## src/verilog/cpu8_pkg.sv

```systemverilog
// cpu8 shared package with widths, opcodes and the bus and instruction structs
`default_nettype none

package cpu8_pkg;

    parameter int ADDR_W = 4;                   // Memory address width, set by the operand nibble
    parameter int DATA_W = 8;                   // Data and instruction width
    parameter int REG_N  = 4;                   // Registers in the register file

    // Upper nibble of each instruction byte
    typedef enum logic [3:0] {
        OP_NOP = 4'h0,
        OP_LD0, OP_LD1, OP_LD2, OP_LD3,         // Memory to register
        OP_ST0, OP_ST1, OP_ST2, OP_ST3,         // Register to memory
        OP_JMP,                                 // PC takes the operand
        OP_ADD, OP_SUB, OP_AND, OP_OR,
        OP_LT, OP_EQ                            // Compares write 1 or 0
    } opcode_e;

    typedef struct packed {
        opcode_e    opcode;
        logic [3:0] operand;                    // Address, jump target, or a and b selects
    } instr_t;

    // One requester's access, held until done
    typedef struct packed {
        logic              valid;
        logic              we;                  // High for a store
        logic [ADDR_W-1:0] adr;
        logic [DATA_W-1:0] dat;                 // Store data
    } mem_req_t;

    typedef struct packed {
        logic              done;                // One-cycle completion pulse
        logic [DATA_W-1:0] dat;                 // Read data, valid with done
    } mem_rsp_t;

    // Wishbone classic master side
    typedef struct packed {
        logic              cyc;
        logic              stb;
        logic              we;
        logic [ADDR_W-1:0] adr;
        logic [DATA_W-1:0] dat_w;
    } wb_req_t;

    // Wishbone classic slave side
    typedef struct packed {
        logic              ack;
        logic [DATA_W-1:0] dat_r;
    } wb_rsp_t;

endpackage

`default_nettype wire

```

## src/verilog/cpu8_top.sv

```systemverilog
// cpu8 core top level joining fetch, queue, execute and the Wishbone master
`timescale 1ns/1ns
`default_nettype none

module cpu8_top #(
    parameter int BUF_DEPTH = 2                 // Instruction queue depth
) (
    input  wire                     clk,
    input  wire                     rst,
    output cpu8_pkg::wb_req_t       wb,
    input  wire cpu8_pkg::wb_rsp_t  wb_in
);
    cpu8_pkg::mem_req_t          fetch_req;
    cpu8_pkg::mem_rsp_t          fetch_rsp;
    cpu8_pkg::mem_req_t          exec_req;
    cpu8_pkg::mem_rsp_t          exec_rsp;
    logic                        push_valid;
    cpu8_pkg::instr_t            push_data;
    logic                        push_ready;
    logic                        pop_valid;
    cpu8_pkg::instr_t            pop_data;
    logic                        pop_ready;
    logic                        redirect;      // Jump from execute
    logic [cpu8_pkg::ADDR_W-1:0] redirect_pc;

    fetch_unit fetch_unit_inst (
        .clk         (clk),
        .rst         (rst),
        .redirect    (redirect),
        .redirect_pc (redirect_pc),
        .req         (fetch_req),
        .rsp         (fetch_rsp),
        .push_valid  (push_valid),
        .push_data   (push_data),
        .push_ready  (push_ready)
    );

    instr_buffer #(
        .BUF_DEPTH (BUF_DEPTH)
    ) instr_buffer_inst (
        .clk        (clk),
        .rst        (rst),
        .push_valid (push_valid),
        .push_data  (push_data),
        .push_ready (push_ready),
        .pop_valid  (pop_valid),
        .pop_data   (pop_data),
        .pop_ready  (pop_ready),
        .flush      (redirect)                  // Queued bytes are past the jump
    );

    exec_unit exec_unit_inst (
        .clk         (clk),
        .rst         (rst),
        .pop_valid   (pop_valid),
        .pop_data    (pop_data),
        .pop_ready   (pop_ready),
        .req         (exec_req),
        .rsp         (exec_rsp),
        .redirect    (redirect),
        .redirect_pc (redirect_pc)
    );

    wb_bus_master wb_bus_master_inst (
        .clk       (clk),
        .rst       (rst),
        .fetch_req (fetch_req),
        .fetch_rsp (fetch_rsp),
        .exec_req  (exec_req),
        .exec_rsp  (exec_rsp),
        .wb        (wb),
        .wb_in     (wb_in)
    );

endmodule

`default_nettype wire

```

## src/verilog/exec_unit.sv

```systemverilog
// Execute unit with decode, register file, ALU, load and store requests and jumps
`timescale 1ns/1ns
`default_nettype none

module exec_unit (
    input  wire                         clk,
    input  wire                         rst,
    input  wire                         pop_valid,
    input  wire cpu8_pkg::instr_t       pop_data,
    output logic                        pop_ready,
    output cpu8_pkg::mem_req_t          req,
    input  wire cpu8_pkg::mem_rsp_t     rsp,
    output logic                        redirect,   // One-cycle jump strobe
    output logic [cpu8_pkg::ADDR_W-1:0] redirect_pc
);
    logic [cpu8_pkg::DATA_W-1:0] regs [cpu8_pkg::REG_N];
    logic                        busy;          // Load or store on the bus
    cpu8_pkg::instr_t            cur;           // Held load or store
    logic [3:0]                  op_m1;         // Opcode minus one, bit 2 marks a store
    logic                        fire;          // Instruction popped this cycle
    logic                        is_mem;
    logic                        is_alu;
    logic [cpu8_pkg::DATA_W-1:0] op_a;
    logic [cpu8_pkg::DATA_W-1:0] op_b;
    logic [cpu8_pkg::DATA_W-1:0] alu_res;

    assign pop_ready   = !busy;                 // Stall the queue while memory is out
    assign fire        = pop_valid && pop_ready;
    assign is_mem      = pop_data.opcode inside {[cpu8_pkg::OP_LD0:cpu8_pkg::OP_ST3]};
    assign is_alu      = pop_data.opcode inside {[cpu8_pkg::OP_ADD:cpu8_pkg::OP_EQ]};
    assign redirect    = fire && (pop_data.opcode == cpu8_pkg::OP_JMP);
    assign redirect_pc = pop_data.operand;

    // Operand bits 3:2 pick a, bits 1:0 pick b
    assign op_a = regs[pop_data.operand[3:2]];
    assign op_b = regs[pop_data.operand[1:0]];

    always_comb begin
        alu_res = '0;
        case (pop_data.opcode)
            cpu8_pkg::OP_ADD: alu_res = op_a + op_b;
            cpu8_pkg::OP_SUB: alu_res = op_a - op_b;     // Wraps modulo 256
            cpu8_pkg::OP_AND: alu_res = op_a & op_b;
            cpu8_pkg::OP_OR:  alu_res = op_a | op_b;
            cpu8_pkg::OP_LT:  alu_res[0] = (op_a < op_b);  // Unsigned
            cpu8_pkg::OP_EQ:  alu_res[0] = (op_a == op_b);
            default:          alu_res = op_a;
        endcase
    end

    // LD0..LD3 give 0..3, ST0..ST3 give 4..7
    assign op_m1 = cur.opcode - 4'd1;

    always_comb begin
        req.valid = busy;
        req.we    = op_m1[2];
        req.adr   = cur.operand;
        req.dat   = regs[op_m1[1:0]];           // Stable, no register write while busy
    end

    always_ff @(posedge clk) begin
        if (rst) begin
            busy <= 1'b0;
            for (int i = 0; i < cpu8_pkg::REG_N; i++) begin
                regs[i] <= '0;
            end
        end else if (busy) begin
            if (rsp.done) begin
                busy <= 1'b0;
                if (!op_m1[2]) regs[op_m1[1:0]] <= rsp.dat;  // Load result
            end
        end else if (fire) begin
            if (is_mem) busy <= 1'b1;
            if (is_alu) regs[pop_data.operand[3:2]] <= alu_res;  // Result to a
        end
    end

    always_ff @(posedge clk) begin
        if (fire) cur <= pop_data;
    end

endmodule

`default_nettype wire

```

## src/verilog/fetch_unit.sv

```systemverilog
// Fetch unit that reads instruction bytes at the PC and pushes them to the queue
`timescale 1ns/1ns
`default_nettype none

module fetch_unit (
    input  wire                         clk,
    input  wire                         rst,
    input  wire                         redirect,       // Jump taken in execute
    input  wire [cpu8_pkg::ADDR_W-1:0]  redirect_pc,
    output cpu8_pkg::mem_req_t          req,
    input  wire cpu8_pkg::mem_rsp_t     rsp,
    output logic                        push_valid,
    output cpu8_pkg::instr_t            push_data,
    input  wire                         push_ready
);
    logic [cpu8_pkg::ADDR_W-1:0] pc;            // Address of the next byte to fetch
    logic [cpu8_pkg::ADDR_W-1:0] rd_adr;        // Address of the read on the bus
    logic                        rd_pend;       // Read outstanding
    logic                        stale;         // Outstanding read was overtaken by a jump
    logic                        hold_valid;    // Fetched byte waiting for queue space
    cpu8_pkg::instr_t            hold_data;
    logic                        got;           // Wanted byte arrives this cycle

    assign got        = rd_pend && rsp.done && !stale;
    assign push_valid = hold_valid || got;
    assign push_data  = hold_valid ? hold_data : cpu8_pkg::instr_t'(rsp.dat);

    always_comb begin
        req.valid = rd_pend;
        req.we    = 1'b0;                       // Fetch only reads
        req.adr   = rd_adr;
        req.dat   = '0;
    end

    always_ff @(posedge clk) begin
        if (rst) begin
            pc         <= '0;
            rd_pend    <= 1'b0;
            stale      <= 1'b0;
            hold_valid <= 1'b0;
        end else begin
            if (rd_pend && rsp.done) begin
                rd_pend <= 1'b0;                // Next read no earlier than the following cycle
            end else if (!rd_pend && !hold_valid && !redirect) begin
                rd_pend <= 1'b1;
            end
            if (redirect) begin
                stale <= rd_pend && !rsp.done;  // Let the bus finish, drop the byte
            end else if (rsp.done) begin
                stale <= 1'b0;
            end
            if (redirect) begin
                pc <= redirect_pc;
            end else if (got) begin
                pc <= pc + 1'b1;                // Wraps modulo 16
            end
            if (redirect) begin
                hold_valid <= 1'b0;             // Held byte is from the old path
            end else if (got && !push_ready) begin
                hold_valid <= 1'b1;
            end else if (push_ready) begin
                hold_valid <= 1'b0;
            end
        end
    end

    always_ff @(posedge clk) begin
        if (!rd_pend) rd_adr <= pc;             // Frozen while the read is out
        if (got && !push_ready) hold_data <= cpu8_pkg::instr_t'(rsp.dat);
    end

endmodule

`default_nettype wire

```

## src/verilog/instr_buffer.sv

```systemverilog
// Instruction queue between fetch and execute, emptied on a taken jump
`timescale 1ns/1ns
`default_nettype none

module instr_buffer #(
    parameter int BUF_DEPTH = 2                 // Entries, 2 or more
) (
    input  wire                     clk,
    input  wire                     rst,
    input  wire                     push_valid,
    input  wire cpu8_pkg::instr_t   push_data,
    output logic                    push_ready,
    output logic                    pop_valid,
    output cpu8_pkg::instr_t        pop_data,
    input  wire                     pop_ready,
    input  wire                     flush           // Jump redirect
);
    localparam int PTR_W = $clog2(BUF_DEPTH);
    localparam int CNT_W = $clog2(BUF_DEPTH + 1);

    cpu8_pkg::instr_t mem [BUF_DEPTH];
    logic [PTR_W-1:0] wr_ptr;
    logic [PTR_W-1:0] rd_ptr;
    logic [CNT_W-1:0] count;
    logic             do_push;
    logic             do_pop;

    assign push_ready = (count != CNT_W'(BUF_DEPTH));
    assign pop_valid  = (count != '0);
    assign pop_data   = mem[rd_ptr];            // Head entry
    assign do_push    = push_valid && push_ready;
    assign do_pop     = pop_valid && pop_ready;

    always_ff @(posedge clk) begin
        if (rst || flush) begin                 // Flush beats a push on the same edge
            wr_ptr <= '0;
            rd_ptr <= '0;
            count  <= '0;
        end else begin
            if (do_push) wr_ptr <= (wr_ptr == PTR_W'(BUF_DEPTH - 1)) ? '0 : wr_ptr + 1'b1;
            if (do_pop) rd_ptr <= (rd_ptr == PTR_W'(BUF_DEPTH - 1)) ? '0 : rd_ptr + 1'b1;
            if (do_push && !do_pop) begin
                count <= count + 1'b1;
            end else if (do_pop && !do_push) begin
                count <= count - 1'b1;
            end
        end
    end

    always_ff @(posedge clk) begin
        if (do_push) mem[wr_ptr] <= push_data;
    end

endmodule

`default_nettype wire

```

## src/verilog/wb_bus_master.sv

```systemverilog
// Wishbone classic master that serves the fetch and execute requesters, execute first
`timescale 1ns/1ns
`default_nettype none

module wb_bus_master (
    input  wire                      clk,
    input  wire                      rst,
    input  wire cpu8_pkg::mem_req_t  fetch_req,
    output cpu8_pkg::mem_rsp_t       fetch_rsp,
    input  wire cpu8_pkg::mem_req_t  exec_req,
    output cpu8_pkg::mem_rsp_t       exec_rsp,
    output cpu8_pkg::wb_req_t        wb,
    input  wire cpu8_pkg::wb_rsp_t   wb_in
);
    typedef enum logic [1:0] {
        S_IDLE,                                 // Waiting for a request
        S_ACTIVE,                               // cyc and stb up, waiting for ack
        S_GAP                                   // Idle cycle after ack
    } state_e;

    state_e                      state;
    logic                        owner_exec;    // Execute holds the bus
    cpu8_pkg::mem_req_t          sel_req;       // Request that wins in idle
    logic                        we_q;
    logic [cpu8_pkg::ADDR_W-1:0] adr_q;
    logic [cpu8_pkg::DATA_W-1:0] dat_q;
    logic                        ack_now;

    assign sel_req = exec_req.valid ? exec_req : fetch_req;
    assign ack_now = (state == S_ACTIVE) && wb_in.ack;

    always_ff @(posedge clk) begin
        if (rst) begin
            state      <= S_IDLE;
            owner_exec <= 1'b0;
        end else begin
            case (state)
                S_IDLE: begin
                    if (exec_req.valid || fetch_req.valid) begin
                        state      <= S_ACTIVE;
                        owner_exec <= exec_req.valid;
                    end
                end
                S_ACTIVE: if (wb_in.ack) state <= S_GAP;  // Slave may stall here
                default:  state <= S_IDLE;
            endcase
        end
    end

    // Bus fields captured at grant and held through the cycle
    always_ff @(posedge clk) begin
        if (state == S_IDLE) begin
            we_q  <= sel_req.we;
            adr_q <= sel_req.adr;
            dat_q <= sel_req.dat;
        end
    end

    always_comb begin
        wb.cyc   = (state == S_ACTIVE);
        wb.stb   = (state == S_ACTIVE);
        wb.we    = we_q;
        wb.adr   = adr_q;
        wb.dat_w = dat_q;
    end

    // Ack goes back as done to the owner only
    always_comb begin
        exec_rsp.done  = ack_now && owner_exec;
        exec_rsp.dat   = wb_in.dat_r;
        fetch_rsp.done = ack_now && !owner_exec;
        fetch_rsp.dat  = wb_in.dat_r;
    end

endmodule

`default_nettype wire
```

## config.mk

```make
export PLATFORM = sky130hd
export DESIGN_NAME = cpu8_top
export DESIGN_NICKNAME = d
export VERILOG_FILES = /design/src/verilog/cpu8_pkg.sv /design/src/verilog/cpu8_top.sv /design/src/verilog/exec_unit.sv /design/src/verilog/fetch_unit.sv /design/src/verilog/instr_buffer.sv /design/src/verilog/wb_bus_master.sv
export SDC_FILE = /design/constraint.sdc
export NUM_CORES = 1
export LEC_CHECK = 0
export ABC_AREA = 0
export ABC_CLOCK_PERIOD_IN_PS = 3330
export CORE_MARGIN = 1
export CORE_UTILIZATION = 24
export CTS_BUF_LIST = sky130_fd_sc_hd__clkbuf_16
export DETAILED_ROUTE_END_ITERATION = 12
export DONT_BUFFER_PORTS = 1
export PLACE_DENSITY = 0.4
export SLEW_MARGIN = 20
export SYNTH_ARGS = -nofsm -noshare
export SYNTH_HDL_FRONTEND = slang
export SYNTH_HIERARCHICAL = 1
export SYNTH_SLANG_ARGS = --single-unit
export TNS_END_PERCENT = 50
```

## constraint.sdc

```tcl
create_clock -name clk -period 3.33 [get_ports clk]
set_clock_uncertainty 0.2 [all_clocks]
set_input_delay 0.666 -clock clk [delete_from_list [all_inputs] [get_ports clk]]
set_output_delay 0.666 -clock clk [all_outputs]
set_load 0.005 [all_outputs]
```

### Yosys cells after proc, flatten, opt, wreduce, memory -nomap -nowiden

Memory sizes are Yosys's and may differ from the RTL's. A register that Yosys moved wholly into a read port is not among the register bits.
Index checks and enable logic that the tools add are counted.

| cells by class | value |
|---|---|
| $add $sub $neg | 8 |
| magnitude comparators | 5 |
| equality and inequality tests | 12 |
| mux-type cells | 43 |
| bitwise operators | 2 |
| reduce and logical (&&, ||, !) cells | 42 |

Operator list:

| kind | count |
|---|---|
| $pmux 7 s5 | 1 |
| $eq 4x4->1 const B | 7 |
| $mux 1 | 28 |
| $mux 8 | 3 |
| $logic_and 1x1->1 | 16 |
| $reduce_or 8->1 | 2 |
| $mux 12 | 1 |
| $mux 2 | 6 |
| $logic_not 1->1 | 10 |
| $reduce_bool 2->1 | 5 |
| $add 8x8->8 | 1 |
| $and 8x8->8 | 1 |
| $eq 8x8->1 | 1 |
| $le 4x4->1 const B | 2 |
| $lt 8x8->1 | 1 |
| $mux 4 | 2 |
| $or 8x8->8 | 1 |
| $sub 8x8->8 | 1 |
| $pmux 1 s6 | 1 |
| $reduce_or 2->1 | 3 |
| $add 4x1->4 const B | 1 |
| $ge 4x1->1 const B | 1 |
| $ge 4x4->1 const B | 1 |
| $ne 2x1->1 const B | 2 |
| 10 further kinds | 14 |

| word-level totals | value |
|---|---|
| register bits after elaboration | 47 |
| memory bits (writable) | 48 |
| input port bits | 11 |
| output and inout port bits | 15 |
| word-level logic and storage cells | 132 |
| memories | 2 |

Memories:

| memory | depth | width | rd ports | clocked after memory_dff | wr ports | RTL line | text |
|---|---|---|---|---|---|---|---|
| exec_unit_inst.regs | 4 | 8 | 3 | 0 | 4 | exec_unit.sv:16 | `logic [cpu8_pkg::DATA_W-1:0] regs [cpu8_pkg::REG_N];` |
| instr_buffer_inst.mem | 2 | 8 | 1 | 1 | 1 | instr_buffer.sv:21 | `cpu8_pkg::instr_t mem [BUF_DEPTH];` |

### Depth between registers and ports, before layout

| logic depth | value |
|---|---|
| depth after elaboration | 11 |
| depth in mapped cells | 14 |

### Modules after synthesis

The synthesis kept the hierarchy.

Modules (own cells, without submodules):

| module | times used | cells an instance | area each (um2) | sequential area each (um2) |
|---|---|---|---|---|
| exec_unit | 1 | 324 | 3490.8 | 1191.1 |
| fetch_unit | 1 | 66 | 863.3 | 500.5 |
| wb_bus_master | 1 | 60 | 813.3 | 450.4 |
| instr_buffer | 1 | 50 | 812.0 | 580.6 |

### Least setup slack after synthesis

OpenSTA, ideal clock, no wires.

| path | value |
|---|---|
| path type | reg-to-reg |
| start point | reg (tool-made name) |
| end point | mem exec_unit_inst/regs[0][4] in the netlist's numbering, data pin |
| setup time | 0.265 ns |
| data arrival time | 3.178 ns |
| slack | -0.314 ns |
| stages on the path, launching flop included | 15 |
| period minus slack after synthesis | 3.644 ns |
| path through | dfxtp_1 > buf_2 > mux2_2 > buf_2 > mux4_2 > inv_1 > ha_1 > inv_1 > fa_1 > nor2b_1 > o311ai_0 > o31ai_1 > xnor2_1 > a221oi_2 > nor2_1 |

RTL lines:

| item | RTL line |
|---|---|
| end, declared | exec_unit.sv:16 |

==> impl_summary.md <==
Run status
The flow ran to the end, but the final reports show violations. The final reports fail on negative setup slack.

Power
In this run the power density over the cells is 708 mW/mm2. Across the VDD grid, the largest voltage drop is 0.000284 V. Of the total power, the share spent switching nets is 34.8%. The leakage power summed over all cells is about 0.0026 uW.

The combinational share of power is 44.5%. For this design the total switching power over the nets is approximately 1700 uW. Sequential cells account for 33.3% of the total power. The clock share of power is 22.2%.

The internal portion of the total power is 3220 uW.

Floorplan
Measured along the y axis, the die boundary spans 160 um. The chip width is between 150 and 200 um. The initial utilization of the core area, before any placement, comes to between 20% and 30%. The placeable core region is 0.0244 mm2. The floorplan has 57 rows. The top-level I/O count is 26.

The die covers 0.0256 mm2.

Detailed routing
The routed wire length is 15.5 mm. The count of nets left with antenna violations once routing finished came out at 0. The total via count after detailed routing is 3816. The detailed-route DRC error count is 0. The violation count after the first detailed-routing iteration is 209. The first-pass iteration count of the detailed router is 4. In the routed layout, each cell is associated on average with a via count of 4.52.

The wire length per cell after detailed routing is 18.3 um.

Final layout
The filler cell count is about 2500. The non-filler instance count after layout is 845. Cells with a size suffix above 1 make up roughly 33% of the layout. The post-route standard cell area excluding fillers is 0.00697 mm2. The repair_antennas step left the layout with diodes totalling 0.

In the final design database the tool counted 557 nets. The layout-stage area growth over the synthesis result is 16.6%.

Placed design
The final RePlAce weighted congestion is 0.812. The area after detailed placement is 0.00648 mm2. The number of instances in the placed design is 823. The detailed placer's ending HPWL is about 12 mm. In this run the tool buffered the top-level ports with 0 buffer cells.

Clock tree
The clock buffer count from CTS is 9. After clock tree synthesis, the clock-pin slew on the worst setup and hold paths is 70 ps. The count of H-tree levels built during CTS is 3.

The hold-fix buffer count after cts is 0. TritonCTS built the clock tree. The tree is rooted in a sky130_fd_sc_hd__clkbuf_16. Clock latency on the worst-skew pair, taken at its later pin, is 350 ps. The count of clock tree sinks is 96. In this run the deepest clock path goes through 2 buffers.

Logic synthesis
The flip-flop cell with the highest count after synthesis is sky130_fd_sc_hd__edfxtp_1. The number of instances in the synthesized netlist is 500. The number of enable flip-flop cells after synthesis is 80. Summing every instance area after synthesis gives 0.00598 mm2. The number of warning messages in the yosys log is 6. The number of register bits inferred by synthesis is 96. The average instance area after synthesis is 12.0 um2. The distinct cell type count after synthesis is just over 70. After synthesis, the share of flip-flops with an asynchronous set or reset is 0%. The part of the Yosys area used for sequential elements is 45.5%.

Critical path
The top fanout value on the critical path is 5. STA puts the critical path data required time at between 3000 and 4000 ps. The nature of the critical path endpoint is a flop.

The critical path start-end classification is reg2reg. The arrival time at the worst endpoint is 3330 ps. The critical path startpoint category is a flop.

Timing
The actual slew at the worst max-slew pin is slightly above 700 ps. Of the available clock period, the critical path in the final layout requires 103%. The number of hold violations in the final report is 0.

Setup repair after global routing could not meet its margin everywhere. The number of max-slew violations in the final report is 0. The worst hold-check slack is 188 ps. The final setup violation count is 16. The final critical delay including setup and external delays is roughly 3400 ps. Derived from the worst setup path, the maximum achievable clock frequency is 292 MHz. The worst slew margin relative to its limit is 52.9%.

The setup slack after layout is -99.3 ps.

Hold path
The worst min-delay path class is in2reg.

Job
Across the run, the number of max-cap violations was 0.

GRT
The number of global-route vias before repair was 4006. The pin count of the biggest net entering global routing is 20. The remaining global-route overflow is 0. The total global-route track usage is 12.5%. The first-pass GRT wire length is between 20 and 25 mm.

The number of antenna violations at the first check in global routing is 0.
==> cells in the mapped netlist, types with 6 or more instances <==
| cell | n | area [um2] |
|---|---|---|
| sky130_fd_sc_hd__o21ai_0 | 10 | 50.1 |
| sky130_fd_sc_hd__nor2b_1 | 9 | 56.3 |
| sky130_fd_sc_hd__mux2i_1 | 6 | 60.1 |
| sky130_fd_sc_hd__edfxtp_1 | 80 | 2400 |
| sky130_fd_sc_hd__clkbuf_1 | 6 | 22.5 |
| sky130_fd_sc_hd__ha_1 | 28 | 350 |
| sky130_fd_sc_hd__xor2_1 | 6 | 52.6 |
| sky130_fd_sc_hd__buf_2 | 16 | 80.1 |
| sky130_fd_sc_hd__nor3_1 | 8 | 40.0 |
| sky130_fd_sc_hd__xnor2_1 | 6 | 52.6 |
| sky130_fd_sc_hd__mux4_2 | 24 | 541 |
| sky130_fd_sc_hd__dfxtp_1 | 16 | 320 |
| sky130_fd_sc_hd__nand2b_1 | 9 | 56.3 |
| sky130_fd_sc_hd__nor2_1 | 53 | 199 |
| sky130_fd_sc_hd__mux2_2 | 29 | 327 |
| sky130_fd_sc_hd__inv_1 | 34 | 128 |
| sky130_fd_sc_hd__a21oi_1 | 18 | 90.1 |
| sky130_fd_sc_hd__buf_4 | 40 | 300 |
| sky130_fd_sc_hd__nand2_1 | 9 | 33.8 |
==> final timing paths <==
path                          from                         to  slack, ps  cells after the start
max                           flop  exec_unit_inst/regs[0][7]       -100                     13
min                            rst      fetch_unit_inst/pc[0]        190                      1
max reg2reg                   flop  exec_unit_inst/regs[0][7]       -100                     13
min reg2reg  fetch_unit_inst/pc[3]  fetch_unit_inst/rd_adr[3]        260                      0
==> timing repair <==
item                                    in CTS  in global routing
pin swaps                                   15                  4
gates resized for setup                     21                  8
setup buffers                                6                  0
endpoints found under the setup margin      32                 32
==> critical path, stage by stage (launching register included) <==
cell	delay, ps
sky130_fd_sc_hd__dfxtp_4	380
sky130_fd_sc_hd__mux2_4	370
sky130_fd_sc_hd__buf_6	150
sky130_fd_sc_hd__mux4_2	480
sky130_fd_sc_hd__inv_2	100
sky130_fd_sc_hd__ha_4	200
sky130_fd_sc_hd__buf_6	130
sky130_fd_sc_hd__nor2_4	110
sky130_fd_sc_hd__o211ai_1	160
sky130_fd_sc_hd__a21oi_1	220
sky130_fd_sc_hd__xnor2_1	110
sky130_fd_sc_hd__a221oi_2	330
sky130_fd_sc_hd__buf_4	190
sky130_fd_sc_hd__nor2_1	40
==> cells by family after synthesis <==
| logic type | after synthesis | synth area share (%) |
|---|---|---|
| compound gates | 74 | 9.65 |
| xor+xnor | 12 | 1.76 |
| fa+ha+maj | 30 | 6.53 |
| buf+inv | 99 | 9.19 |
| flops | 96 | 45.5 |
| mux | 59 | 15.5 |
| other cells | 1 | 0.0627 |
| simple gates | 129 | 11.8 |
==> flip-flops by register name, indices dropped and copies added, names as in the netlist, 2 cells and up, named ones only <==
name	cells
exec_unit_inst/regs	32
instr_buffer_inst/mem	16
fetch_unit_inst/hold_data	8
wb_bus_master_inst/dat_q	8
exec_unit_inst/req	4
fetch_unit_inst/pc	4
fetch_unit_inst/rd_adr	4
wb_bus_master_inst/adr_q	4
exec_unit_inst/cur	3
instr_buffer_inst/count	2
wb_bus_master_inst/state	2
==> power groups by stage <==
stage	sequential (uW)	clock, uW	combinational (uW)
3_5_place_dp	1670	0	2060
5_1_grt	1670	1170	2400
2_1_floorplan	1620	0	1480
3_3_place_gp	1670	0	2060
6_report	1640	1100	2200
4_1_cts	1650	1140	2200
==> through the flow <==
stage / worst slack, ps / setup TNS, ps / total power [uW] / util, %
2_1_floorplan: -62.0 / -519 / 3100 / -
3_3_place_gp: -280 / -5640 / 3720 / 26.6
3_5_place_dp: -301 / -6230 / 3730 / 26.6
4_1_cts: -121 / -1300 / 4980 / 28.5
5_1_grt: -239 / -3750 / 5240 / 28.6
6_report: -99.3 / -1170 / 4940 / 28.6
==> cell usage in the layout (no fill, tap or decap), drive strengths merged, types with 3 or more instances in the layout <==
master / netlist / layout
edfxtp: 80 / 80
buf: 58 / 61
nor2: 54 / 54
inv: 34 / 37
mux2: 29 / 29
ha: 28 / 28
mux4: 24 / 24
a21oi: 18 / 18
dfxtp: 16 / 16
nand2b: 11 / 11
o21ai: 10 / 10
clkbuf: 6 / 9
nand2: 9 / 9
conb: 1 / 9
nor2b: 9 / 9
nor3: 9 / 9
xor2: 6 / 6
xnor2: 6 / 6
mux2i: 6 / 6
nand3b: 6 / 6
a211oi: 6 / 6
nor4: 5 / 5
or2: 5 / 5
or3: 4 / 4
a221oi: 4 / 4
a2bb2oi: 4 / 4
a2111oi: 4 / 4
o22ai: 3 / 3
nand4b: 3 / 3
a21o: 3 / 3
o211ai: 3 / 3
clkinv: 1 / 3
==> metal layers <==
metal	part of all wire, %	track usage [%]
met1	46	16.5
met2	49	21.1
met3	4.3	2.73
met4	0.89	2.68
met5	0	0
==> cell type report <==
cell class	count	area (um2)	area share, %
multi-input combinational	313	2890	41.4
sequential	96	2730	39.1
timing repair buffer	61	507	7.27
tap	324	405	5.81
clock buffer	9	225	3.23
inverter	35	131	1.88
clock inverter	7	90.1	1.29
Power figures use the tool's default switching activity.
